File: config.mk
export PLATFORM = sky130hd
export DESIGN_NAME = uart_top
export DESIGN_NICKNAME = d
export VERILOG_FILES = /design/src/rtl/uart_frame_pkg.sv /design/src/rtl/uart_bus_pkg.sv /design/src/rtl/uart_char_if.sv /design/src/rtl/uart_wb_regs.sv /design/src/rtl/uart_tx.sv /design/src/rtl/uart_rx.sv /design/src/rtl/uart_top.sv
export SDC_FILE = /design/constraint.sdc
export NUM_CORES = 1
export LEC_CHECK = 0
export ABC_AREA = 1
export BUFFER_PORTS_ARGS = -buffer_cell sky130_fd_sc_hd__buf_4
export CAP_MARGIN = 30
export CORE_AREA = 2 2 242 148
export DETAILED_ROUTE_END_ITERATION = 6
export DIE_AREA = 0 0 244 150
export MAX_ROUTING_LAYER = met4
export SKIP_CTS_REPAIR_TIMING = 1
export SYNTH_ARGS = -nofsm -noshare
export SYNTH_HDL_FRONTEND = slang
export SYNTH_SLANG_ARGS = --single-unit
File: constraint.sdc
create_clock -name clk -period 2.2 [get_ports clk]
set_input_delay 0.11 -clock clk [delete_from_list [all_inputs] [get_ports clk]]
set_output_delay 0.11 -clock clk [all_outputs]
set_load 0.02 [all_outputs]
File: src/rtl/uart_frame_pkg.sv
`default_nettype none

package uart_frame_pkg;

    localparam int data_bits     = 8;                      // Data bits per frame
    localparam int bit_idx_width = $clog2(data_bits);      // Data bit counter width
    localparam int divisor_width = 16;                     // Bit-period counter width

    localparam logic [divisor_width-1:0] divisor_reset = 16; // Bit period after reset

    localparam logic line_idle      = 1'b1;                // Idle level, also the stop bit
    localparam logic line_start_bit = 1'b0;

    typedef enum logic [2:0] {
        tx_st_idle,
        tx_st_start,
        tx_st_data,
        tx_st_parity,
        tx_st_stop
    } tx_state_e;

    typedef enum logic [2:0] {
        rx_st_idle,
        rx_st_start,                                       // Waiting for mid start bit
        rx_st_data,
        rx_st_parity,
        rx_st_stop
    } rx_state_e;

endpackage

`default_nettype wire

File: src/rtl/uart_bus_pkg.sv
`default_nettype none

package uart_bus_pkg;

    localparam int wb_data_width = 32;
    localparam int wb_addr_width = 2;                      // Word address

    localparam logic [wb_addr_width-1:0] addr_data   = 2'd0;
    localparam logic [wb_addr_width-1:0] addr_status = 2'd1;
    localparam logic [wb_addr_width-1:0] addr_ctrl   = 2'd2;

    // STATUS bit positions
    localparam int stat_tx_busy    = 0;
    localparam int stat_rx_valid   = 1;
    localparam int stat_parity_err = 2;                    // Sticky, write one to clear
    localparam int stat_frame_err  = 3;                    // Sticky, write one to clear
    localparam int stat_overrun    = 4;                    // Sticky, write one to clear

    // DATA view of a bus word
    typedef struct packed {
        logic [wb_data_width-uart_frame_pkg::data_bits-1:0] unused;
        logic [uart_frame_pkg::data_bits-1:0]               char;
    } wb_char_t;

    // CTRL view of a bus word
    typedef struct packed {
        logic [wb_data_width-uart_frame_pkg::divisor_width-2:0] unused;
        logic                                                   parity_en;
        logic [uart_frame_pkg::divisor_width-1:0]               divisor;
    } wb_ctrl_t;

    typedef union packed {
        wb_char_t chr;
        wb_ctrl_t ctrl;
    } wb_word_u;

endpackage

`default_nettype wire

File: src/rtl/uart_char_if.sv
`timescale 1ns/1ns
`default_nettype none

interface uart_char_if;
    import uart_frame_pkg::*;

    logic                     tx_start;                    // One-cycle send request
    logic [data_bits-1:0]     tx_char;
    logic                     tx_busy;

    logic                     rx_valid;                    // One-cycle, frame complete
    logic [data_bits-1:0]     rx_char;
    logic                     rx_parity_err;
    logic                     rx_frame_err;

    logic [divisor_width-1:0] divisor;                     // Bit period in clocks
    logic                     parity_en;

    modport regs (
        output tx_start, tx_char, divisor, parity_en,
        input  tx_busy, rx_valid, rx_char, rx_parity_err, rx_frame_err
    );

    modport tx (
        input  tx_start, tx_char, divisor, parity_en,
        output tx_busy
    );

    modport rx (
        input  divisor, parity_en,
        output rx_valid, rx_char, rx_parity_err, rx_frame_err
    );
endinterface

`default_nettype wire

File: src/rtl/uart_wb_regs.sv
`timescale 1ns/1ns
`default_nettype none

module uart_wb_regs (
    input  logic                                   clk,
    input  logic                                   rst,
    input  logic                                   wb_cyc,
    input  logic                                   wb_stb,
    input  logic                                   wb_we,
    input  logic [uart_bus_pkg::wb_addr_width-1:0] wb_adr,
    input  logic [uart_bus_pkg::wb_data_width-1:0] wb_dat_w,
    output logic [uart_bus_pkg::wb_data_width-1:0] wb_dat_r,
    output logic                                   wb_ack,
    uart_char_if.regs                              ch
);
    import uart_bus_pkg::*;
    import uart_frame_pkg::*;

    wb_word_u                 wr_word;
    wb_word_u                 ctrl_word;                   // CTRL readback
    logic [wb_data_width-1:0] status_word;
    logic                     req;
    logic                     data_wr;
    logic                     accept;
    logic                     rd_clr;
    logic                     sts_wr;
    logic [data_bits-1:0]     rx_hold;
    logic                     rx_full;
    logic                     parity_err;
    logic                     frame_err;
    logic                     overrun;

    assign wr_word = wb_dat_w;
    assign req     = wb_cyc && wb_stb && !wb_ack;          // No new request in the ack cycle
    assign data_wr = wb_we && (wb_adr == addr_data);
    assign accept  = req && !(data_wr && ch.tx_busy);      // DATA write waits for tx idle
    assign rd_clr  = accept && !wb_we && (wb_adr == addr_data);
    assign sts_wr  = accept && wb_we && (wb_adr == addr_status);

    always_comb begin
        status_word                  = '0;
        status_word[stat_tx_busy]    = ch.tx_busy;
        status_word[stat_rx_valid]   = rx_full;
        status_word[stat_parity_err] = parity_err;
        status_word[stat_frame_err]  = frame_err;
        status_word[stat_overrun]    = overrun;
        ctrl_word                    = '0;
        ctrl_word.ctrl.divisor       = ch.divisor;
        ctrl_word.ctrl.parity_en     = ch.parity_en;
    end

    always_ff @(posedge clk or posedge rst) begin
        if (rst) begin
            wb_ack       <= 1'b0;
            ch.tx_start  <= 1'b0;
            ch.divisor   <= divisor_reset;
            ch.parity_en <= 1'b0;
        end else begin
            wb_ack      <= accept;
            ch.tx_start <= accept && data_wr;              // Lands in the ack cycle
            if (accept && wb_we && (wb_adr == addr_ctrl)) begin
                ch.divisor   <= wr_word.ctrl.divisor;
                ch.parity_en <= wr_word.ctrl.parity_en;
            end
        end
    end

    always_ff @(posedge clk) begin
        if (accept && data_wr) begin
            ch.tx_char <= wr_word.chr.char;
        end
        if (accept && !wb_we) begin
            case (wb_adr)
                addr_data:   wb_dat_r <= wb_data_width'(rx_hold);
                addr_status: wb_dat_r <= status_word;
                addr_ctrl:   wb_dat_r <= ctrl_word;
                default:     wb_dat_r <= '0;
            endcase
        end
    end

    // Receive holding register and sticky flags
    always_ff @(posedge clk or posedge rst) begin
        if (rst) begin
            rx_full    <= 1'b0;
            parity_err <= 1'b0;
            frame_err  <= 1'b0;
            overrun    <= 1'b0;
        end else begin
            rx_full    <= ch.rx_valid || (rx_full && !rd_clr);
            parity_err <= (parity_err && !(sts_wr && wb_dat_w[stat_parity_err]))
                          || (ch.rx_valid && ch.rx_parity_err);
            frame_err  <= (frame_err && !(sts_wr && wb_dat_w[stat_frame_err]))
                          || (ch.rx_valid && ch.rx_frame_err);
            overrun    <= (overrun && !(sts_wr && wb_dat_w[stat_overrun]))
                          || (ch.rx_valid && rx_full && !rd_clr);
        end
    end

    always_ff @(posedge clk) begin
        if (ch.rx_valid && !(rx_full && !rd_clr)) begin
            rx_hold <= ch.rx_char;                         // Old char kept on overrun
        end
    end

    ack_needs_stb: assert property (@(posedge clk) disable iff (rst)
        $rose(wb_ack) |-> $past(wb_cyc && wb_stb))
        else $error("wb_ack rose without an active request");

    start_when_idle: assert property (@(posedge clk) disable iff (rst)
        ch.tx_start |-> !ch.tx_busy)
        else $error("tx_start issued while the transmitter is busy");

endmodule

`default_nettype wire

File: src/rtl/uart_tx.sv
`timescale 1ns/1ns
`default_nettype none

module uart_tx (
    input  logic   clk,
    input  logic   rst,
    uart_char_if.tx ch,
    output logic   line_out
);
    import uart_frame_pkg::*;

    tx_state_e                state;
    logic [divisor_width-1:0] cnt;
    logic [divisor_width-1:0] period;                      // Divisor latched per frame
    logic [data_bits-1:0]     shift;
    logic [bit_idx_width-1:0] bit_idx;
    logic                     parity_bit;
    logic                     parity_on;
    logic                     period_done;

    assign period_done = (cnt == period - 1'b1);

    // Frame payload, loaded at the request
    always_ff @(posedge clk) begin
        if (state == tx_st_idle && ch.tx_start) begin
            shift      <= ch.tx_char;
            parity_bit <= ^ch.tx_char;                     // Even parity
            period     <= ch.divisor;
            parity_on  <= ch.parity_en;
        end else if (period_done && (state == tx_st_start || state == tx_st_data)) begin
            shift <= shift >> 1;
        end
    end

    always_ff @(posedge clk or posedge rst) begin
        if (rst) begin
            state      <= tx_st_idle;
            line_out   <= line_idle;
            ch.tx_busy <= 1'b0;
            cnt        <= '0;
            bit_idx    <= '0;
        end else begin
            if (state != tx_st_idle) begin
                cnt <= period_done ? '0 : cnt + 1'b1;
            end
            case (state)
                tx_st_idle: begin
                    if (ch.tx_start) begin
                        state      <= tx_st_start;
                        line_out   <= line_start_bit;      // Start bit goes out at once
                        ch.tx_busy <= 1'b1;
                    end
                end
                tx_st_start: begin
                    if (period_done) begin
                        state    <= tx_st_data;
                        line_out <= shift[0];
                        bit_idx  <= '0;
                    end
                end
                tx_st_data: begin
                    if (period_done) begin
                        if (bit_idx == bit_idx_width'(data_bits - 1)) begin
                            state    <= parity_on ? tx_st_parity : tx_st_stop;
                            line_out <= parity_on ? parity_bit : line_idle;
                        end else begin
                            bit_idx  <= bit_idx + 1'b1;
                            line_out <= shift[0];          // LSB first
                        end
                    end
                end
                tx_st_parity: begin
                    if (period_done) begin
                        state    <= tx_st_stop;
                        line_out <= line_idle;
                    end
                end
                tx_st_stop: begin
                    if (period_done) begin
                        state      <= tx_st_idle;
                        ch.tx_busy <= 1'b0;                // End of the stop bit
                    end
                end
                default: state <= tx_st_idle;
            endcase
        end
    end

    idle_line_high: assert property (@(posedge clk) disable iff (rst)
        (state == tx_st_idle) |-> (line_out == line_idle))
        else $error("tx line not idle in the idle state");

endmodule

`default_nettype wire

File: src/rtl/uart_rx.sv
`timescale 1ns/1ns
`default_nettype none

module uart_rx (
    input  logic   clk,
    input  logic   rst,
    uart_char_if.rx ch,
    input  logic   line_in
);
    import uart_frame_pkg::*;

    rx_state_e                state;
    logic [2:0]               sync;                        // Two sync flops and edge history
    logic                     line_s;
    logic                     fall;
    logic [divisor_width-1:0] cnt;
    logic [divisor_width-1:0] bit_end;
    logic [divisor_width-1:0] half_end;
    logic [bit_idx_width-1:0] bit_idx;
    logic                     sample;

    assign line_s   = sync[1];
    assign fall     = sync[2] && !sync[1];
    assign bit_end  = ch.divisor - 1'b1;
    assign half_end = (ch.divisor >> 1) - 1'b1;            // Mid start bit
    assign sample   = (cnt == bit_end);

    // Data bits shift in from the top, LSB arrives first
    always_ff @(posedge clk) begin
        if (state == rx_st_data && sample) begin
            ch.rx_char <= {line_s, ch.rx_char[data_bits-1:1]};
        end
    end

    always_ff @(posedge clk or posedge rst) begin
        if (rst) begin
            sync             <= {3{line_idle}};
            state            <= rx_st_idle;
            cnt              <= '0;
            bit_idx          <= '0;
            ch.rx_valid      <= 1'b0;
            ch.rx_parity_err <= 1'b0;
            ch.rx_frame_err  <= 1'b0;
        end else begin
            sync        <= {sync[1:0], line_in};
            ch.rx_valid <= 1'b0;
            case (state)
                rx_st_idle: begin
                    cnt <= '0;
                    if (fall) begin
                        state <= rx_st_start;
                    end
                end
                rx_st_start: begin
                    if (cnt == half_end) begin
                        cnt <= '0;
                        if (line_s == line_start_bit) begin
                            state            <= rx_st_data;
                            bit_idx          <= '0;
                            ch.rx_parity_err <= 1'b0;
                            ch.rx_frame_err  <= 1'b0;
                        end else begin
                            state <= rx_st_idle;   // Glitch, not a start bit
                        end
                    end else begin
                        cnt <= cnt + 1'b1;
                    end
                end
                rx_st_data: begin
                    cnt <= sample ? '0 : cnt + 1'b1;
                    if (sample) begin
                        if (bit_idx == bit_idx_width'(data_bits - 1)) begin
                            state <= ch.parity_en ? rx_st_parity : rx_st_stop;
                        end else begin
                            bit_idx <= bit_idx + 1'b1;
                        end
                    end
                end
                rx_st_parity: begin
                    cnt <= sample ? '0 : cnt + 1'b1;
                    if (sample) begin
                        ch.rx_parity_err <= line_s != ^ch.rx_char; // Even parity check
                        state            <= rx_st_stop;
                    end
                end
                rx_st_stop: begin
                    if (ch.rx_valid) begin
                        state <= rx_st_idle;               // Pulse done, back to idle
                    end else if (sample) begin
                        cnt             <= '0;
                        ch.rx_valid     <= 1'b1;
                        ch.rx_frame_err <= line_s != line_idle;
                    end else begin
                        cnt <= cnt + 1'b1;
                    end
                end
                default: state <= rx_st_idle;
            endcase
        end
    end

    no_valid_in_idle: assert property (@(posedge clk) disable iff (rst)
        ch.rx_valid |-> (state != rx_st_idle))
        else $error("rx_valid pulsed in the idle state");

endmodule

`default_nettype wire

File: src/rtl/uart_top.sv
`timescale 1ns/1ns
`default_nettype none

module uart_top (
    input  logic                                   clk,
    input  logic                                   rst,
    input  logic                                   wb_cyc,
    input  logic                                   wb_stb,
    input  logic                                   wb_we,
    input  logic [uart_bus_pkg::wb_addr_width-1:0] wb_adr,
    input  logic [uart_bus_pkg::wb_data_width-1:0] wb_dat_w,
    output logic [uart_bus_pkg::wb_data_width-1:0] wb_dat_r,
    output logic                                   wb_ack,
    output logic                                   uart_txd,
    input  logic                                   uart_rxd
);

    uart_char_if char_bus ();                              // Register block to engines

    uart_wb_regs i_regs (
        .clk      (clk),
        .rst      (rst),
        .wb_cyc   (wb_cyc),
        .wb_stb   (wb_stb),
        .wb_we    (wb_we),
        .wb_adr   (wb_adr),
        .wb_dat_w (wb_dat_w),
        .wb_dat_r (wb_dat_r),
        .wb_ack   (wb_ack),
        .ch       (char_bus.regs)
    );

    uart_tx i_tx (
        .clk      (clk),
        .rst      (rst),
        .ch       (char_bus.tx),
        .line_out (uart_txd)
    );

    uart_rx i_rx (
        .clk      (clk),
        .rst      (rst),
        .ch       (char_bus.rx),
        .line_in  (uart_rxd)                               // Asynchronous serial input
    );

endmodule

`default_nettype wire

==> results.py <==
metrics = {
    "run_status": {
        "run_status": "finished with violations",
        "violations": "setup timing",
    },
    "clock_network": {
        "max-clock-path-buffers": 2,
        "cts_htree_levels": 4,
        "insertion_delay_ps": 440,
        "cts_made_buffers": 17,
        "clk_root_buffer_cell": "clkbuf_16",
        "clk_pin_slew_worst_paths_ps": 60,
        "clock-sinks": 142,
        "tritoncts_clock_tree": "yes",
    },
    "grt": {
        "grt_pass1_wl_um": 36300,
        "grt_max_degree": 76,
        "grt_antenna_before_repair": 0,
        "first_global_vias": 7017,
        "gr-total-overflow": 0,
        "groute.usage.overall": 0.131,
    },
    "sta": {
        "final_critical_delay_including_setup_and_external_delays_ps": 2210,
        "fmax_ghz": 0.452,
        "timing.setup.tns_ps": -81.2,
        "grt_setup_unrepaired": "true",
        "report.final.hold_viol_count": 0,
        "timing_worst_slew_pin_value_ps": 596,
        "post-route-worst-setup-slack_ps": -14.5,
        "report.final.setup_viol": 13,
        "finalCritPeriodShare": 1.01,
        "max-slew-margin-rel": 0.600,
        "slew_violations": 0,
        "worst_clock_skew_on_the_final_layout_ps": 10.5,
    },
    "drt": {
        "drc_errors": 0,
        "detail-route-antenna-nets": 0,
        "wl_per_cell_um": 13.5,
        "detail_route.vias_per_cell": 4.35,
        "totalWireLength_um": 23500,
        "via_count": 7557,
        "dr.first_iter.drc_count": 659,
        "detailed_router_iteration_count_before_antenna_repair": 5,
    },
    "logic_synthesis": {
        "post_syn_instances": 1081,
        "synth-warning-count": 0,
        "post_synth_most_frequent_cells": "nand2_1 (285), nor2_1 (135), inv_1 (128)",
        "asyncSetResetFlopFracSynth": 0.528,
        "synth_top_area_share": 0.236,
        "synth_enable_flop_cells": 67,
        "synth-seq-cells": 142,
        "syn_avg_cell_area_um2": 7.88,
        "synth-seq-area-share": 0.458,
        "synth_ff_type": "dfrtp_1",
        "synth_most_common_cell": "nand2_1",
        "ys_types": 40,
        "synth_top_cells_by_area": "edfxtp_1 (24%), dfrtp_1 (21%), nand2_1 (13%), nor2_1 (6.0%), inv_1 (5.6%)",
        "synth_top_area_cell": "edfxtp_1",
        "mapped_area_mm2": 0.00851,
    },
    "worst_hold_path": {
        "hold_path.class": "input pin to flip-flop",
        "hold_start": "wb_adr[1]",
        "worst_hold_path_cell_count": 3,
        "holdPathEnd": "i_regs.ch.tx_start",
    },
    "floorplan": {
        "dieHeight_um": 150,
        "ioPinCount": 74,
        "floorplan.core_area_mm2": 0.0345,
        "dieArea_mm2": 0.0366,
        "initial_standard_cell_utilization_of_the_core": 0.246,
        "die_w_um": 244,
        "core.rowCount": 53,
    },
    "run": {
        "cap_violations": 0,
    },
    "pwr": {
        "worst_ir_drop_vdd_mv": 0.526,
        "power_leakage_nw": 5.02,
        "power_per_cell_area_mw_per_mm2": 879,
    },
    "cells_and_area": {
        "n_antenna_cell": 0,
        "design.final.nets": 1307,
        "instances_no_fill": 1738,
        "area_growth_pct": 36.1,
        "postLayoutCoreUtil": 0.335,
        "drive_gt1_frac": 0.263,
    },
    "critical_path": {
        "worstSetupEndpointType": "flip-flop",
        "reg2reg_from": "i_regs.ch.divisor[1]",
        "worstReg2RegEnd": "i_rx.cnt[1]",
        "worst-setup-path-type": "flip-flop to flip-flop",
        "required_ps": 2530,
        "worst_endpoint_data_arrival_time_ps": 2540,
        "reg2regPathDepth": 13,
        "r2r_setup_slack_ps": -10,
        "critPathLaunchType": "flip-flop",
        "worst-path-max-fanout": 8,
    },
    "placement": {
        "gpl.final_weighted_congestion": 0.902,
        "hpwl_detailed_um": 17500,
        "post-place-cells": 1668,
        "io_buffers": 43,
    },
}
-- report_power, final --
part | leakage [nW] | internal [mW] | switching (mW)
Clock | 0.311 | 1.96 | 1.23
Sequential | 1.55 | 3.09 | 0.370
Combinational | 3.16 | 1.37 | 2.16
-- layout by cell type (no fill, tap or decap), types with 7 or more instances in the layout --
cell | Yosys | final
nand3_2 | 1 | 9
nor3_1 | 15 | 10
nor4_1 | 7 | 7
dlygate4sd3_1 | 0 | 19
buf_4 | 16 | 146
xnor2_1 | 38 | 35
a21oi_1 | 30 | 28
nor2_1 | 135 | 104
xor2_1 | 45 | 42
nand4_1 | 21 | 21
nor2_2 | 14 | 27
o211ai_1 | 7 | 7
dfrtp_1 | 70 | 64
nor2_4 | 7 | 26
o21ai_0 | 43 | 32
clkbuf_16 | 0 | 17
nand2_4 | 1 | 13
nand2_1 | 285 | 260
inv_2 | 2 | 11
nand3_1 | 77 | 66
edfxtp_1 | 67 | 67
nand2_2 | 9 | 21
inv_1 | 128 | 119
conb_1 | 1 | 15
o21ai_1 | 6 | 14
-- stage by stage --
stage,instance area (um^2),hold WS [ps],power [mW],setup WS [ps]
after floorplan,8580,114,5.37,15.7
after global placement,10000,229,6.38,-140
after detailed placement,10000,230,6.42,-181
after CTS,10700,-244,9.66,-203
after global routing,11600,17.9,10.8,-139
final,11600,28.3,10.2,-14.5
-- cell families (layout without fill, tap and decap cells) --
family / after synthesis / in the layout / share of synthesized area
AO/OA/AOI/OAI: 94 / 94 / 0.0597
XOR/XNOR: 83 / 83 / 0.0854
adder cells (fa/ha/maj): 9 / 9 / 0.0132
buffers and inverters: 165 / 339 / 0.0826
flip-flops: 142 / 142 / 0.458
other: 1 / 15 / 0.000440
AND/OR/NAND/NOR: 587 / 589 / 0.301
-- per-layer routing --
layer	share of wire	up-vias	track usage
met3	0.055	18	0.0298
met4	0.0073	0	0.0299
met5	0	-	-
li1	-	3802	-
met2	0.44	159	0.186
met1	0.50	3578	0.188
-- flip-flops by register name (all words and copies together) (netlist names), 8 cells and up --
register,flops
i_regs.ch.divisor,16
i_regs.ch.tx_char,8
i_regs.rx_hold,8
i_regs.wb_dat_r,17
i_rx.ch.rx_char,8
i_rx.cnt,16
i_tx.cnt,16
i_tx.period,16
i_tx.shift,8
-- worst max-delay path, cell delays in order (launching register included) --
cell and delay (ps):
dfrtp_1 390, inv_2 110, ha_4 180, nand2_4 70, nor2_4 220, nand3_2 130, xor2_2 180, nand2_1 90
nor2_2 160, nand3_4 160, nand2_4 160, nand2_4 110, nand3_1 80, nand2_1 60
-- area by class of cell --
| cell class | instances | area, um^2 |
|---|---|---|
| clock buffers | 19 | 443 |
| clock inverters | 13 | 200 |
| fillers | 3528 | 23000 |
| inverters | 132 | 497 |
| multi-input cells | 790 | 4520 |
| flip-flops and latches | 142 | 3900 |
| well taps | 467 | 584 |
| repair buffers | 175 | 1430 |
-- worst max path at each step --
stage	end	cells past startpoint	startpoint	slack [ps]
6_report	i_rx.cnt[1]	13	i_regs.ch.divisor[1]	-10
5_1_grt	i_tx.state[0]	16	i_tx.period[1]	-140
4_1_cts	i_tx.state[0]	16	i_tx.period[0]	-200
3_5_place_dp	i_tx.state[0]	16	i_tx.period[0]	-180
3_3_place_gp	i_rx.ch.rx_char[7]	10	i_regs.ch.divisor[1]	-140
2_1_floorplan	i_rx.ch.rx_char[0]	10	i_regs.ch.divisor[1]	20
Note: power is estimated with default switching activity, not from simulation.
